File: src/hdl/dcache_pkg.sv
`default_nettype none

package dcache_pkg;

    // 32-byte lines, 128 sets and 2 ways
    localparam int tag_bits = 20;
    localparam int index_bits = 7;
    localparam int offset_bits = 5;
    localparam int words_per_line = 8;
    localparam int nr_ways = 2;

    typedef logic [offset_bits-3:0] word_sel_t;

    // tag and index only
    typedef logic [tag_bits+index_bits-1:0] line_addr_t;

    typedef struct packed {
        logic [tag_bits-1:0] tag;
        logic [index_bits-1:0] index;
        word_sel_t word_sel;
        logic [1:0] byte_sel;
    } addr_fields_t;

    // core address seen as a word or as fields
    typedef union packed {
        logic [31:0] raw;
        addr_fields_t f;
    } cache_addr_t;

    typedef struct packed {
        logic valid;
        logic dirty;
        logic [tag_bits-1:0] tag;
    } way_state_t;

endpackage

`default_nettype wire
File: src/hdl/line_xfer_if.sv
`timescale 1ns/1ns
`default_nettype none

interface line_xfer_if import dcache_pkg::*; ();

    // requests from miss_ctrl
    logic start_wb;
    logic start_fill;
    line_addr_t wb_line;
    line_addr_t fill_line;
    logic [31:0] wb_word;

    // answers from the burst engine
    word_sel_t wb_sel;
    logic fill_valid;
    word_sel_t fill_sel;
    logic [31:0] fill_word;
    logic done;

    modport master (
        output start_wb, start_fill, wb_line, fill_line, wb_word,
        input wb_sel, fill_valid, fill_sel, fill_word, done
    );

    modport engine (
        input start_wb, start_fill, wb_line, fill_line, wb_word,
        output wb_sel, fill_valid, fill_sel, fill_word, done
    );

endinterface

`default_nettype wire

File: src/hdl/miss_ctrl.sv
`timescale 1ns/1ns
`default_nettype none

module miss_ctrl import dcache_pkg::*; (
    input wire logic clk,
    input wire logic rst,
    input wire logic req,
    input wire logic wr,
    input wire logic [3:0] be,
    input wire logic [31:0] addr,
    input wire logic [31:0] wdata,
    output logic [31:0] rdata,
    output logic data_ok,
    output logic stall,
    input wire way_state_t [nr_ways-1:0] way_state,
    input wire logic [nr_ways-1:0][31:0] way_word,
    input wire logic lru_victim,
    output logic rd_en,
    output cache_addr_t rd_addr,
    output logic wr_way,
    output logic [3:0] word_we,
    output logic [index_bits-1:0] wr_index,
    output word_sel_t wr_sel,
    output logic [31:0] wr_word,
    output logic tag_we,
    output logic [tag_bits-1:0] wr_tag,
    output logic set_dirty,
    output logic clr_dirty,
    output logic lru_touch,
    line_xfer_if.master xfer
);

    localparam logic [2:0] s_idle = 3'd0;
    localparam logic [2:0] s_wb = 3'd1;
    localparam logic [2:0] s_fstart = 3'd2;
    localparam logic [2:0] s_fill = 3'd3;
    localparam logic [2:0] s_resp = 3'd4;

    logic [2:0] state;
    logic req_q, wr_q, victim_q;
    logic [3:0] be_q;
    cache_addr_t addr_q;
    logic [31:0] wdata_q, resp_word, byte_mask, fill_merged;
    logic [nr_ways-1:0] hit_vec;
    logic hit, hit_way, lookup, miss, victim_dirty, store_hit, fill_beat, fill_hit_word;

    always_comb begin
        for (int w = 0; w < nr_ways; w++) begin
            hit_vec[w] = way_state[w].valid && way_state[w].tag == addr_q.f.tag;
        end
    end

    assign hit = |hit_vec;
    assign hit_way = hit_vec[1];
    assign lookup = state == s_idle && req_q;
    assign miss = lookup && !hit;
    assign store_hit = lookup && hit && wr_q;
    assign victim_dirty = way_state[lru_victim].valid && way_state[lru_victim].dirty;

    assign stall = miss || state == s_wb || state == s_fstart || state == s_fill;
    assign data_ok = (lookup && hit) || state == s_resp;
    assign rdata = (state == s_resp) ? resp_word : way_word[hit_way];

    // refill word with the pending store's bytes on top
    assign fill_beat = state == s_fill && xfer.fill_valid;
    assign fill_hit_word = xfer.fill_sel == addr_q.f.word_sel;
    assign byte_mask = {{8{be_q[3]}}, {8{be_q[2]}}, {8{be_q[1]}}, {8{be_q[0]}}};
    assign fill_merged = (wr_q && fill_hit_word) ?
        (xfer.fill_word & ~byte_mask) | (wdata_q & byte_mask) : xfer.fill_word;

    assign xfer.start_wb = miss && victim_dirty;
    assign xfer.start_fill = (miss && !victim_dirty) || state == s_fstart;
    assign xfer.wb_line = {way_state[lru_victim].tag, addr_q.f.index};
    assign xfer.fill_line = {addr_q.f.tag, addr_q.f.index};
    assign xfer.wb_word = way_word[victim_q];

    // during write-back the engine walks the victim line
    always_comb begin
        rd_addr.raw = addr;
        rd_en = req && !stall;
        if (state == s_wb) begin
            rd_addr = addr_q;
            rd_addr.f.word_sel = xfer.wb_sel;
            rd_en = 1'b1;
        end
    end

    assign wr_way = (state == s_fill) ? victim_q : hit_way;
    assign word_we = fill_beat ? 4'hf : (store_hit ? be_q : 4'h0);
    assign wr_index = addr_q.f.index;
    assign wr_sel = fill_beat ? xfer.fill_sel : addr_q.f.word_sel;
    assign wr_word = fill_beat ? fill_merged : wdata_q;
    assign tag_we = fill_beat;
    assign wr_tag = addr_q.f.tag;
    assign set_dirty = store_hit || (fill_beat && wr_q);
    assign clr_dirty = fill_beat && !wr_q;
    assign lru_touch = (lookup && hit) || (state == s_fill && xfer.done);

    always_ff @(posedge clk) begin
        if (rst) begin
            state <= s_idle;
            req_q <= 1'b0;
        end else begin
            if (!stall) req_q <= req;
            case (state)
                s_idle: if (miss) state <= victim_dirty ? s_wb : s_fill;
                s_wb: if (xfer.done) state <= s_fstart;
                s_fstart: state <= s_fill;
                s_fill: if (xfer.done) state <= s_resp;
                s_resp: state <= s_idle;
                default: state <= s_idle;
            endcase
        end
    end

    always_ff @(posedge clk) begin
        if (req && !stall) begin
            wr_q <= wr;
            be_q <= be;
            addr_q.raw <= addr;
            wdata_q <= wdata;
        end
        if (miss) victim_q <= lru_victim;
        if (fill_beat && fill_hit_word) resp_word <= fill_merged;
    end

    a_ok_not_stalled: assert property (@(posedge clk) disable iff (rst) !(stall && data_ok));

    a_fill_after_wb: assert property (@(posedge clk) disable iff (rst)
        xfer.start_wb |=> (!xfer.start_fill until_with xfer.done));

endmodule

`default_nettype wire

File: src/flat_wrapper.sv
// flat-port wrapper written by rule: the top's interface ports become plain ports
module miss_ctrl_flat import dcache_pkg::*;
  (clk, rst, req, wr, be, addr, wdata, rdata, data_ok, stall, way_state, way_word, lru_victim, rd_en, rd_addr, wr_way, word_we, wr_index, wr_sel, wr_word, tag_we, wr_tag, set_dirty, clr_dirty, lru_touch, xfer_start_wb, xfer_start_fill, xfer_wb_line, xfer_fill_line, xfer_wb_word, xfer_wb_sel, xfer_fill_valid, xfer_fill_sel, xfer_fill_word, xfer_done);
  line_xfer_if xfer_i ();
  input wire logic clk;
  input wire logic rst;
  input wire logic req;
  input wire logic wr;
  input wire logic [3:0] be;
  input wire logic [31:0] addr;
  input wire logic [31:0] wdata;
  output logic [31:0] rdata;
  output logic data_ok;
  output logic stall;
  input wire way_state_t [nr_ways-1:0] way_state;
  input wire logic [nr_ways-1:0][31:0] way_word;
  input wire logic lru_victim;
  output logic rd_en;
  output cache_addr_t rd_addr;
  output logic wr_way;
  output logic [3:0] word_we;
  output logic [index_bits-1:0] wr_index;
  output word_sel_t wr_sel;
  output logic [31:0] wr_word;
  output logic tag_we;
  output logic [tag_bits-1:0] wr_tag;
  output logic set_dirty;
  output logic clr_dirty;
  output logic lru_touch;
  output wire logic [$bits(xfer_i.start_wb)-1:0] xfer_start_wb;
  output wire logic [$bits(xfer_i.start_fill)-1:0] xfer_start_fill;
  output wire logic [$bits(xfer_i.wb_line)-1:0] xfer_wb_line;
  output wire logic [$bits(xfer_i.fill_line)-1:0] xfer_fill_line;
  output wire logic [$bits(xfer_i.wb_word)-1:0] xfer_wb_word;
  input wire logic [$bits(xfer_i.wb_sel)-1:0] xfer_wb_sel;
  input wire logic [$bits(xfer_i.fill_valid)-1:0] xfer_fill_valid;
  input wire logic [$bits(xfer_i.fill_sel)-1:0] xfer_fill_sel;
  input wire logic [$bits(xfer_i.fill_word)-1:0] xfer_fill_word;
  input wire logic [$bits(xfer_i.done)-1:0] xfer_done;
  assign xfer_start_wb = xfer_i.start_wb;
  assign xfer_start_fill = xfer_i.start_fill;
  assign xfer_wb_line = xfer_i.wb_line;
  assign xfer_fill_line = xfer_i.fill_line;
  assign xfer_wb_word = xfer_i.wb_word;
  assign xfer_i.wb_sel = xfer_wb_sel;
  assign xfer_i.fill_valid = xfer_fill_valid;
  assign xfer_i.fill_sel = xfer_fill_sel;
  assign xfer_i.fill_word = xfer_fill_word;
  assign xfer_i.done = xfer_done;
  miss_ctrl u_core (.clk(clk), .rst(rst), .req(req), .wr(wr), .be(be), .addr(addr), .wdata(wdata), .rdata(rdata), .data_ok(data_ok), .stall(stall), .way_state(way_state), .way_word(way_word), .lru_victim(lru_victim), .rd_en(rd_en), .rd_addr(rd_addr), .wr_way(wr_way), .word_we(word_we), .wr_index(wr_index), .wr_sel(wr_sel), .wr_word(wr_word), .tag_we(tag_we), .wr_tag(wr_tag), .set_dirty(set_dirty), .clr_dirty(clr_dirty), .lru_touch(lru_touch), .xfer(xfer_i));
endmodule
File: config.mk
export PLATFORM = sky130hd
export DESIGN_NAME = miss_ctrl_flat
export DESIGN_NICKNAME = d
export VERILOG_FILES = /design/src/hdl/dcache_pkg.sv /design/src/hdl/line_xfer_if.sv /design/src/hdl/miss_ctrl.sv /design/src/flat_wrapper.sv
export SDC_FILE = /design/constraint.sdc
export NUM_CORES = 1
export LEC_CHECK = 0
export BUFFER_PORTS_ARGS = -buffer_cell sky130_fd_sc_hd__buf_2
export CAP_MARGIN = 20
export CELL_PAD_IN_SITES_DETAIL_PLACEMENT = 1
export CELL_PAD_IN_SITES_GLOBAL_PLACEMENT = 1
export CORE_AREA = 2 2 175 177
export CTS_CLUSTER_SIZE = 24
export DETAILED_ROUTE_END_ITERATION = 8
export DIE_AREA = 0 0 177 179
export GPL_TIMING_DRIVEN = 0
export PLACE_DENSITY = 0.72
export SLEW_MARGIN = 20
export SYNTH_ARGS = -nofsm -noshare
export SYNTH_HDL_FRONTEND = slang
export SYNTH_SLANG_ARGS = --single-unit
File: constraint.sdc
create_clock -name clk -period 14.1 [get_ports clk]
set_input_delay 2.82 -clock clk [delete_from_list [all_inputs] [get_ports clk]]
set_output_delay 2.82 -clock clk [all_outputs]
set_load 0.05 [all_outputs]
======== After elaboration in Yosys (flattened, before gate mapping) ========
Index checks and enable logic that the tools add are counted.
storage, ports and cells
  register bits after elaboration ......... 106
  output and inout bits ................... 226
  word-level logic and storage cells ...... 75
cells by class
  equal/unequal tests ..................... 10
  reduce and logical (&&, ||, !) cells .... 30
  mux-type cells .......................... 20
  magnitude comparators ................... 3
  bitwise gates (word level) .............. 4
operator list
  cell                                                                  count
  32-bit two-way mux                                                    8
  32-bit bitwise AND                                                    2
  22-bit two-way mux                                                    2
  20-bit == test                                                        2
  32-bit NOT                                                            1
  32-bit bitwise OR                                                     1
  1-bit logical AND                                                     16
  3-bit two-way mux                                                     4
  3-bit one-hot mux with 4 select lines                                 1
  4-bit two-way mux                                                     2
  1-bit logical OR                                                      7
  3-bit by 2-bit == test with 1-bit output, second input constant       2
  1-bit by 2-bit < comparator with 1-bit output, second input constant  3
  1-bit logical NOT                                                     4
  2-bit != test, second input constant                                  2
  3-bit by 1-bit == test with 1-bit output, second input constant       1
  3-bit == test                                                         1
  3-bit == test, second input constant                                  1
  3-bit logical NOT                                                     1
  3-bit AND reduction                                                   1
  1-bit two-way mux                                                     2
  2-bit two-way mux                                                     1
  2-bit by 1-bit != test with 1-bit output, second input constant       1
  2-bit OR reduction                                                    1

======== Depth between registers and ports, before layout ========
Gate-level depths: netlist of run 1.
  word-level depth ........................ 11
  mapped depth ............................ 7
  depth with buffers taken out ............ 6

======== Worst setup path before layout of run 1 ========
Ideal clock, no wire load.
  path type ............................... input to output
  start ................................... input way_state[27] (netlist bit)
  end ..................................... output word_we[1]
  stages .................................. 6
  arrival time ............................ 5164 ps
  path buffers ............................ 1
  data required time ...................... 11280 ps
  path slack .............................. 6116 ps
  path through ............................ xor2_1 nor4_1 nand4_1 o22a_1 buf_2 o31ai_1
on the way
  word-level cells in the longest chain between the ends .. 7
RTL lines
  item                             line                RTL
  start, declared                  flat_wrapper.sv:15  input wire way_state_t [nr_ways-1:0] way_state;
  20-bit == test                   miss_ctrl.sv:49     hit_vec[w] = way_state[w].valid && way_state[w].tag == addr_q.f.tag;
  1-bit logical AND                miss_ctrl.sv:49
  2-bit OR reduction               miss_ctrl.sv:53     assign hit = |hit_vec;
  1-bit logical AND (2 in series)  miss_ctrl.sv:57     assign store_hit = lookup && hit && wr_q;
  4-bit two-way mux (2 in series)  miss_ctrl.sv:89     assign word_we = fill_beat ? 4'hf : (store_hit ? be_q : 4'h0);
  end, declared                    flat_wrapper.sv:21  output logic [3:0] word_we;
No other way between the ends.

======== Worst setup path in the final report of run 1 ========
  start ................................... input way_state[27] (netlist bit)
  end ..................................... output lru_touch
on the way
  word-level cells in the longest chain between the ends .. 5
RTL lines
  item                line                RTL
  20-bit == test      miss_ctrl.sv:49
  1-bit logical AND   miss_ctrl.sv:49
  2-bit OR reduction  miss_ctrl.sv:53
  1-bit logical AND   miss_ctrl.sv:97     assign lru_touch = (lookup && hit) || (state == s_fill && xfer.done);
  1-bit logical OR    miss_ctrl.sv:97
  end, declared       flat_wrapper.sv:29  output logic lru_touch;
No other way between the ends.

==> results of run 1 <==
==> worst max path at each step <==
stage | from | end | slack, ps | cells after the start
finish | way_state[27] | lru_touch | 5680 | 8
global route | way_state[27] | lru_touch | 5370 | 8
CTS | way_state[27] | lru_touch | 5470 | 8
detailed placement | way_state[27] | lru_touch | 5490 | 8
global placement | way_state[27] | u_core.addr_q[17] | 3080 | 7
floorplan | way_state[27] | word_we[1] | 6120 | 6
==> worst max-delay path, cell delays in order <==
cell and delay, ps:
sky130_fd_sc_hd__buf_2 120, sky130_fd_sc_hd__xor2_1 150, sky130_fd_sc_hd__nor4_1 380, sky130_fd_sc_hd__nand4_1 590, sky130_fd_sc_hd__o22a_1 520, sky130_fd_sc_hd__buf_2 250
sky130_fd_sc_hd__o21ai_0 390, sky130_fd_sc_hd__buf_2 360
==> final cells by class <==
cell class	instances	area [µm²]
plain buffers	96	598.1
fillers	3519	19900
flip-flops and latches	106	3143
repair buffers	450	2335
multi-input cells	406	3266
inverters	2	7.507
well taps	396	495.5
clock inverters	6	58.81
clock buffers	10	229.0
==> Yosys cell counts (2+ instances only) <==
master | n | area, µm²
sky130_fd_sc_hd__o21ai_0 | 5 | 25.02
sky130_fd_sc_hd__clkbuf_1 | 25 | 93.84
sky130_fd_sc_hd__nor4_1 | 8 | 50.05
sky130_fd_sc_hd__nor2_1 | 12 | 45.04
sky130_fd_sc_hd__edfxtp_1 | 102 | 3063
sky130_fd_sc_hd__nor2b_1 | 2 | 12.51
sky130_fd_sc_hd__and2_1 | 2 | 12.51
sky130_fd_sc_hd__xor2_1 | 38 | 332.8
sky130_fd_sc_hd__o211ai_1 | 64 | 480.5
sky130_fd_sc_hd__o21ai_2 | 4 | 35.03
sky130_fd_sc_hd__o31ai_1 | 4 | 30.03
sky130_fd_sc_hd__nor3_1 | 4 | 20.02
sky130_fd_sc_hd__buf_1 | 3 | 11.26
sky130_fd_sc_hd__nand2b_1 | 2 | 12.51
sky130_fd_sc_hd__nand3_1 | 3 | 15.01
sky130_fd_sc_hd__nand4_1 | 2 | 12.51
sky130_fd_sc_hd__buf_4 | 61 | 457.9
sky130_fd_sc_hd__a21oi_1 | 3 | 15.01
sky130_fd_sc_hd__xnor2_1 | 6 | 52.55
sky130_fd_sc_hd__dfxtp_1 | 4 | 80.08
sky130_fd_sc_hd__nand2_1 | 85 | 319.1
sky130_fd_sc_hd__mux2_2 | 147 | 1655
sky130_fd_sc_hd__buf_2 | 7 | 35.03
==> state kept, by name, indices dropped and copies added (netlist names) <==
| register | flops |
|---|---|
| u_core.wdata_q | 32 |
| u_core.addr_q | 32 |
| u_core.state | 3 |
| u_core.be_q | 4 |
| u_core.victim_q | 1 |
| u_core.req_q | 1 |
| u_core.wr_q | 1 |
| u_core.resp_word | 32 |
==> per-layer routing <==
| layer | global-route usage, % | vias to the layer above |
|---|---|---|
| li1 | - | 3135 |
| met3 | 4.580 | 30 |
| met1 | 21.51 | 3250 |
| met5 | 0 | - |
| met2 | 34.32 | 295 |
| met4 | 4.201 | 6 |
==> metrics by stage <==
stage	utilization [%]	hold slack, ps	instance area [µm²]
floorplan	-	503.3	6995
global placement	32.38	544.0	9723
detailed placement	32.78	559.4	9844
CTS	33.74	574.8	10130
global route	33.74	590.9	10130
finish	33.74	576.9	10130
==> kinds of logic after synthesis <==
group                  count (synthesis)  share of synthesized area (%)
AND/OR/NAND/NOR                      123                          7.423
flip-flops                           106                          44.93
multiplexers                         148                          23.82
buffers and inverters                 98                          8.657
XOR/XNOR                              44                          5.509
AO/OA/AOI/OAI                         91                          9.658
==> power breakdown <==
part	switching, µW	internal (µW)	leakage, µW
logic	506	213	0.00328
registers	33.0	394	0.000975
clock network	132	125	0.000139
==> flow_summary.yaml, run 1 <==
job:
  drv_cap: 0
die:
  die_h_um: 179
  die_w_um: 177
  starting_density_of_the_core_pct: 23.30
  core_um2: 30030
  rows: 64
  full_die_area_um2: 31680
  design.portCount: 447
clock_tree:
  clock-sinks: 106
  tritoncts: "built"
  post-cts-setup-buffer-count: 0
  resized_after_cts: 0
  cts-buffers-inserted: 9
  path_clk_slew_ps: 80
  cts-hold-fix-buffers: 0
  htreeDepth: 3
  ctsLongestPathBuffers: 2
  worst_skew_pair.late_latency_ps: 360
  cts-root-buf: "sky130_fd_sc_hd__clkbuf_16"
route:
  wl_met2_um: 15910
  detail_route.vias_per_cell: 4.563
  detail-route-antenna-nets: 0
  drcViolationCount: 0
  met3WireLength_um: 2175
  wl_met1_um: 12250
  vias: 6716
  postRouteWirelength_um: 30810
  dr_top_layer: "met5"
  firstDrtPassIters: 4
  drt_iter0_markers: 238
  drt-wirelength-per-cell_um: 20.93
timing:
  worstMarginPinSlew_ps: 988.7
  timing.final.crit_period_ps: 8419
  maxClockFrequency_ghz: 0.1188
  final.setup_skew_ps: 14.34
  hold_violations: 0
  timing_max_transition_violations_final: 0
  fin_setup_tns_ps: 0
  setup-violations-final: 0
  setup_slack_ps: 5681
  grt_setup_unrepaired: "no"
  worst_slew_margin_rel_pct: 33.84
  tcrit_tclk_final_pct: 59.71
logic_synthesis:
  synthesized_area_per_cell_um2: 11.47
  ys_async_sr_fraction_pct: 0
  yosys_most_used_dff: "sky130_fd_sc_hd__edfxtp_1"
  syn_area_um2: 6995
  ys.warnings.count: 0
  synth_edf_count: 102
  synthCells: 610
  post_synth_num_cell_types: 40
  ys_ff_latch: 106
  synth-seq-area-share_pct: 44.93
  mappedNetlistNets: 831
status:
  run_status: "completed"
worst_setup_path:
  cp.required_ps: 11280
  regToRegStartpoint: "u_core.addr_q[17]"
  criticalPathCategory: "input pin to output pin"
  reg2reg_depth: 8
  critPathCaptureType: "output pin"
  reg_to_reg_slack_setup_ps: 10330
  critPathMaxFanout: 10
  critPathLaunchType: "input pin"
  r2r_end: "u_core.addr_q[29]"
  critical_path_arrival_ps: 5600
min_path:
  timing.hold.worst.start: "u_core.req_q"
  min_delay_path_depth: 1
  hold_end: "u_core.state[1]"
  hold_path_class: "flop to flop"
placed_design:
  dp_hpwl_um: 25350
  place.detailed.instances: 1456
  port-buffer-count: 446
  gp_congestion: 0.8638
  post-place-ws_ps: 5486
global_route:
  grtUsageTotal_pct: 18.58
  grt_max_degree: 25
  grt_pass1_wl_um: 43500
  grt_pass1_vias: 7088
  global_route.overflow_total: 0
  antenna_found_initial: 4
power:
  power_density_nw_per_um2: 138.5
  totalPowerFinal_uw: 1403
  highest_ir_drop_seen_on_vdd_mv: 0.06749
  total_leakage_power_uw: 0.004396
final_layout:
  layout-drive-gt1-share_pct: 63.94
  diodes: 0
  final_nets: 1292
  layout_common_cells: "sky130_fd_sc_hd__buf_2 (453), sky130_fd_sc_hd__mux2_2 (147), sky130_fd_sc_hd__edfxtp_1 (102)"
  signed_area_change_from_the_synthesized_netlist_to_the_final_layout_pct: 44.84
  most_common_library_cell_in_the_layout_ignoring_fill_and_taps: "sky130_fd_sc_hd__buf_2"
  final_cells: 1472
No activity file was read; power rests on OpenSTA's default activity.
==> run 2: changes to the inputs <==
- CORE_AREA: 2 2 175 177 -> 2 2 173 175
- DIE_AREA: 0 0 177 179 -> 0 0 175 177
- PLACE_DENSITY: 0.72 -> 0.73
- clock period: 14.1 -> 8.3 ns (I/O delays scaled with it)
==> run 2 against run 1 <==
Cell count is 0.41% lower. Clock power rose by 70%. Die area decreased by 2.2%. Wire length is essentially flat. First-iteration DRC count shrank 7.1%. Count of clock-buffer cells in the layout decreased by 1. Sequential cell count stayed put. Register-to-register slack worse by 5900 ps.
==> flow_summary.yaml, run 2 (synthesis gave the netlist of run 1 again) <==
status:
  run_status: "completed"
timing:
  final.setup_skew_ps: 14.32
  tcrit_tclk_final_pct: 73.85
  setup-violations-final: 0
  hold-worst-slack_ps: 575.6
  hold_violations: 0
  timing_max_transition_violations_final: 0
  timing.final.crit_period_ps: 6130
  worstMarginPinSlew_ps: 1017
  worst_slew_margin_rel_pct: 31.92
  maxClockFrequency_ghz: 0.1631
  grt_setup_unrepaired: "no"
worst_setup_path:
  critPathMaxFanout: 10
  critical_path_arrival_ps: 4470
  reg2reg_depth: 8
  slowest_stage: "sky130_fd_sc_hd__nand4_1"
  critPathCaptureType: "output pin"
  crit_chain: "buf_2 -> xor2_1 -> nor4_1 -> nand4_1 -> o22a_1 -> buf_2 -> o31ai_1 -> buf_2"
  criticalPathCategory: "input pin to output pin"
  cp.required_ps: 6640
  critPathLaunchType: "input pin"
  cpMostUsedCell: "sky130_fd_sc_hd__buf_2"
  max_stage_delay_ps: 600
power:
  internal_power_uw: 1241
  clock_power_share_pct: 18.3
  fraction_of_power_consumed_by_sequential_logic_pct: 30.4
  comb_power_share_pct: 51.3
  highest_ir_drop_seen_on_vdd_mv: 0.1165
  totalPowerFinal_uw: 2384
  swShare_pct: 47.95
  power_density_nw_per_um2: 235.4
  switching_power_uw: 1143
  total_leakage_power_uw: 0.004403
placed_design:
  gp_congestion: 0.8544
  dp_hpwl_um: 25560
  port-buffer-count: 446
die:
  core_um2: 29240
  starting_density_of_the_core_pct: 23.92
  rows: 63
  design.portCount: 447
  die_w_um: 175
  die_h_um: 177
  full_die_area_um2: 30980
final_layout:
  fillerInstances: 3404
  final_nets: 1292
  layout-drive-gt1-share_pct: 64.03
  reg_top3: "u_core.addr_q (32), u_core.resp_word (32), u_core.wdata_q (32)"
  postLayoutCoreUtil_pct: 34.63
  layout_common_cells: "sky130_fd_sc_hd__buf_2 (453), sky130_fd_sc_hd__mux2_2 (147), sky130_fd_sc_hd__edfxtp_1 (102)"
  signed_area_change_from_the_synthesized_netlist_to_the_final_layout_pct: 44.75
  most_common_library_cell_in_the_layout_ignoring_fill_and_taps: "sky130_fd_sc_hd__buf_2"
  diodes: 0
route:
  drcViolationCount: 0
  detail-route-antenna-nets: 0
  drt-wirelength-per-cell_um: 21.03
  firstDrtPassIters: 4
  detail_route.vias_per_cell: 4.553
  postRouteWirelength_um: 30830
  vias: 6675
  drt_iter0_markers: 221
min_path:
  min_delay_path_depth: 1
  hold_path_class: "flop to flop"
global_route:
  grt_pass1_vias: 7147
  grtUsageTotal_pct: 19.10
  antenna_found_initial: 3
  global_route.overflow_total: 0
  grt_pass1_wl_um: 43930
  grt_max_degree: 22
clock_tree:
  tritoncts: "built"
  clock-sinks: 106
  cts-root-buf: "sky130_fd_sc_hd__clkbuf_16"
  worst_skew_pair.late_latency_ps: 360
  cts-hold-fix-buffers: 0
  cts-buffers-inserted: 9
  resized_after_cts: 0
  path_clk_slew_ps: 80
  post-cts-setup-buffer-count: 0
  htreeDepth: 3
  ctsLongestPathBuffers: 2
job:
  drv_cap: 0
-- run 2: worst paths after layout --
check                                       start           endpoint  slack [ps]
worst max register to register  u_core.addr_q[17]  u_core.wdata_q[5]        4460
worst max-delay path                way_state[27]         word_we[2]        2170
worst min-delay path                 u_core.req_q    u_core.state[1]         580
worst min register to register       u_core.req_q    u_core.state[1]         580
-- run 2: cell type report --
class | instances | area, µm² | area share (%)
Inverter | 2 | 7.507 | 0.07414
Clock buffer | 9 | 225.2 | 2.224
Sequential cell | 106 | 3143 | 31.04
Tap cell | 390 | 488.0 | 4.819
Timing Repair Buffer | 450 | 2342 | 23.13
Multi-Input combinational cell | 406 | 3266 | 32.25
Buffer | 96 | 598.1 | 5.906
Clock inverter | 7 | 56.30 | 0.5560
-- run 2: metal layers --
metal / track usage, % / share of wire, %
met5: 0 / 0.13
met4: 6.736 / 2.6
met3: 4.768 / 6.9
met2: 34.45 / 51
met1: 21.92 / 40
-- run 2: per-stage QoR --
step	cells	setup TNS, ps	cell area (µm²)	setup WS [ps]
CTS	1466	0	10130	2100
detailed placement	1450	0	9844	2115
floorplan	610	0	6995	1637
global route	1466	0	10130	1986
global placement	1446	-110060	9716	-1608
finish	1466	0	10130	2170
-- run 2: power groups by stage --
stage	logic [µW]	clock network [µW]	registers [µW]
2_1_floorplan	907	0	723
3_3_place_gp	1190	0	751
3_5_place_dp	1230	0	736
4_1_cts	1230	454	724
5_1_grt	1280	472	733
6_report	1220	437	724
-- run 2: critical path, delay by kind of cell --
family / cells / cell delay, ps
compound gates: 2 / 940
xor+xnor: 1 / 150
buf+inv: 3 / 730
simple gates: 2 / 990
==> run 3: changes to the inputs <==
- ABC_AREA: default -> 1
- CORE_AREA: 2 2 173 175 -> 2 2 174 176
- DIE_AREA: 0 0 175 177 -> 0 0 176 178
- PLACE_DENSITY: 0.73 -> 0.8
- clock period: 8.3 -> 5.26 ns (I/O delays scaled with it)
==> run 3 against run 2 <==
Cell area is 1.0% higher. Hold slack lost 100 ps. Via count rose by 27%. Critical path depth up 5. Critical endpoint is now rdata[29].
==> flow_summary.yaml, run 3 <==
final_layout:
  layout-drive-gt1-share_pct: 42.04
  layout_common_cells: "sky130_fd_sc_hd__buf_2 (452), sky130_fd_sc_hd__nand2_1 (444), sky130_fd_sc_hd__edfxtp_1 (102)"
  signed_area_change_from_the_synthesized_netlist_to_the_final_layout_pct: 43.55
  reg_top3: "u_core.addr_q (32), u_core.resp_word (32), u_core.wdata_q (32)"
  layout.cell_area.non_filler_um2: 10230
  multi_input_area_um2: 3114
  postLayoutCoreUtil_pct: 34.80
  regArea_um2: 3143
  fillerInstances: 3792
  final_nets: 1629
  final_cells: 1806
  most_common_library_cell_in_the_layout_ignoring_fill_and_taps: "sky130_fd_sc_hd__buf_2"
die:
  rows: 63
  core_um2: 29400
  full_die_area_um2: 31330
  die_h_um: 178
  design.portCount: 447
  starting_density_of_the_core_pct: 24.24
  die_w_um: 176
power:
  power_density_nw_per_um2: 450.3
  totalPowerFinal_uw: 4608
  total_leakage_power_uw: 0.005285
  swShare_pct: 54.91
  clock_power_share_pct: 16.4
  fraction_of_power_consumed_by_sequential_logic_pct: 26.7
  internal_power_uw: 2078
  highest_ir_drop_seen_on_vdd_mv: 0.3140
  comb_power_share_pct: 56.9
  switching_power_uw: 2530
route:
  drcViolationCount: 0
  drt-wirelength-per-cell_um: 19.63
  detail-route-antenna-nets: 0
  postRouteWirelength_um: 35460
  detail_route.vias_per_cell: 4.697
  vias: 8483
  drt_iter0_markers: 482
  firstDrtPassIters: 5
logic_synthesis:
  yosys_most_used_dff: "sky130_fd_sc_hd__edfxtp_1"
  mappedNetlistNets: 1170
  synthesized_area_per_cell_um2: 7.511
  post_synth_num_cell_types: 30
  synth-seq-area-share_pct: 44.09
  synth_top_cells_by_count: "sky130_fd_sc_hd__nand2_1 (444), sky130_fd_sc_hd__edfxtp_1 (102), sky130_fd_sc_hd__nor2_1 (65), sky130_fd_sc_hd__buf_4 (64), sky130_fd_sc_hd__inv_1 (50)"
  syn_area_um2: 7128
  leading_cell_types_by_total_area_after_synthesis: "sky130_fd_sc_hd__edfxtp_1 (43%), sky130_fd_sc_hd__nand2_1 (23%), sky130_fd_sc_hd__buf_4 (6.7%), sky130_fd_sc_hd__mux2_2 (5.1%), sky130_fd_sc_hd__nor2_1 (3.4%)"
  ys_async_sr_fraction_pct: 0
  synth_most_common_cell: "sky130_fd_sc_hd__nand2_1"
  ys.warnings.count: 0
  synth_edf_count: 102
  ys_ff_latch: 106
  synthCells: 949
  synth_largest_area_cell: "sky130_fd_sc_hd__edfxtp_1"
  synth_top_cell_area_share_pct: 42.97
clock_tree:
  cts-hold-fix-buffers: 0
  path_clk_slew_ps: 90
  resized_after_cts: 0
  ctsLongestPathBuffers: 2
  tritoncts: "built"
  htreeDepth: 3
  post-cts-setup-buffer-count: 0
  clock-sinks: 106
  cts-buffers-inserted: 9
  cts-root-buf: "sky130_fd_sc_hd__clkbuf_16"
  worst_skew_pair.late_latency_ps: 370
timing:
  worstMarginPinSlew_ps: 808.1
  hold_violations: 0
  setup-violations-final: 0
  timing_max_transition_violations_final: 0
  maxClockFrequency_ghz: 0.2314
  tcrit_tclk_final_pct: 82.16
  final.setup_skew_ps: 17.17
  worst_slew_margin_rel_pct: 46.13
  timing.final.crit_period_ps: 4321
  grt_setup_unrepaired: "no"
worst_setup_path:
  critPathMaxFanout: 10
  regToRegStartpoint: "u_core.addr_q[19]"
  critPathLaunchType: "input pin"
  critPathCaptureType: "output pin"
  criticalPathCategory: "input pin to output pin"
  critical_path_arrival_ps: 3270
  r2r_end: "u_core.wdata_q[3]"
  cp.required_ps: 4210
  reg2reg_depth: 11
  reg_to_reg_slack_setup_ps: 2330
global_route:
  grtUsageTotal_pct: 21.59
  grt_max_degree: 52
  antenna_found_initial: 4
  global_route.overflow_total: 0
  grt_pass1_wl_um: 50530
  grt_pass1_vias: 8503
min_path:
  hold_end: "u_core.req_q"
  hold_path_class: "flop to flop"
  min_delay_path_depth: 2
  timing.hold.worst.start: "u_core.req_q"
placed_design:
  gp_congestion: 0.8687
  port-buffer-count: 446
  dp_hpwl_um: 29030
  dpl-instance-area_um2: 9906
  place.detailed.instances: 1787
status:
  run_status: "completed"
job:
  drv_cap: 0
[run 3: cell types whose count changed in the layout (fill, tap and decap cells not counted), sizes merged, moves of 3 or more]
| cell | delta |
|---|---|
| nand3 | +6 |
| nor4 | -8 |
| nor2 | +57 |
| a31oi | +32 |
| o21ai | +66 |
| nor3 | -4 |
| o31ai | -4 |
| o211ai | -62 |
| nand2 | +359 |
| diode | +3 |
| inv | +61 |
| mux2 | -116 |
| xor2 | -36 |
[run 3: final cells by class]
cell class / instances / area share [%]
antenna: 3 / 0.07337
buffer: 98 / 6.236
clock buffer: 9 / 2.201
clock inverter: 7 / 0.9171
inverter: 64 / 2.372
multi-input combinational: 681 / 30.44
sequential: 106 / 30.72
tap: 390 / 4.769
timing repair buffer: 448 / 22.28
[run 3: worst max-delay path, cell delays in order]
cell	delay [ps]
sky130_fd_sc_hd__buf_2	100
sky130_fd_sc_hd__inv_1	40
sky130_fd_sc_hd__nand2_1	40
sky130_fd_sc_hd__o21ai_0	100
sky130_fd_sc_hd__nor2_1	100
sky130_fd_sc_hd__nand2_1	120
sky130_fd_sc_hd__nor2_1	160
sky130_fd_sc_hd__nand3_2	300
sky130_fd_sc_hd__inv_2	260
sky130_fd_sc_hd__buf_4	230
sky130_fd_sc_hd__nand2_1	70
sky130_fd_sc_hd__a31oi_1	340
sky130_fd_sc_hd__buf_2	350
[run 3: per-stage QoR]
| step | worst slack (ps) | hold WS (ps) | TNS, ps |
|---|---|---|---|
| floorplan | 1330 | 434.9 | 0 |
| global placement | -3.071 | 450.7 | -27.73 |
| detailed placement | 915.8 | 459.7 | 0 |
| CTS | 900.6 | 474.1 | 0 |
| global route | 710.3 | 494.6 | 0 |
| finish | 938.6 | 471.2 | 0 |
[run 3: power by group through the flow]
stage	registers, µW	clock network [µW]	logic, µW
floorplan	1210	0	1900
global route	1250	811	2770
finish	1230	757	2620
CTS	1230	782	2640
global placement	1260	0	2580
detailed placement	1240	0	2640
[run 3: cells by family (layout without fill, tap and decap cells)]
group | after synthesis | after routing | synth area share [%]
simple gates | 527 | 527 | 28.84
buf+inv | 162 | 626 | 12.32
compound gates | 115 | 115 | 8.829
flops | 106 | 106 | 44.09
mux | 32 | 32 | 5.055
xor+xnor | 7 | 7 | 0.8601
other cells | 0 | 3 | 0
[run 3: how the worst max path moves through the flow]
stage | slack [ps] | from | end
6_report | 940 | way_state[37] | rdata[29]
3_5_place_dp | 920 | way_state[38] | rdata[29]
5_1_grt | 710 | way_state[37] | rdata[29]
4_1_cts | 900 | way_state[38] | rdata[29]
3_3_place_gp | -3 | way_state[38] | u_core.be_q[0]
2_1_floorplan | 1330 | way_state[24] | wr_way
[run 3: layer usage]
| layer | global-route usage [%] | wire, µm | part of all wire [%] | vias up |
|---|---|---|---|---|
| li1 | - | - | - | 3937 |
| met1 | 29.12 | 15200 | 43 | 4098 |
| met2 | 35.79 | 17110 | 48 | 379 |
| met3 | 3.453 | 2247 | 6.3 | 67 |
| met4 | 6.129 | 890 | 2.5 | 2 |
| met5 | 0 | 13 | 0.037 | - |
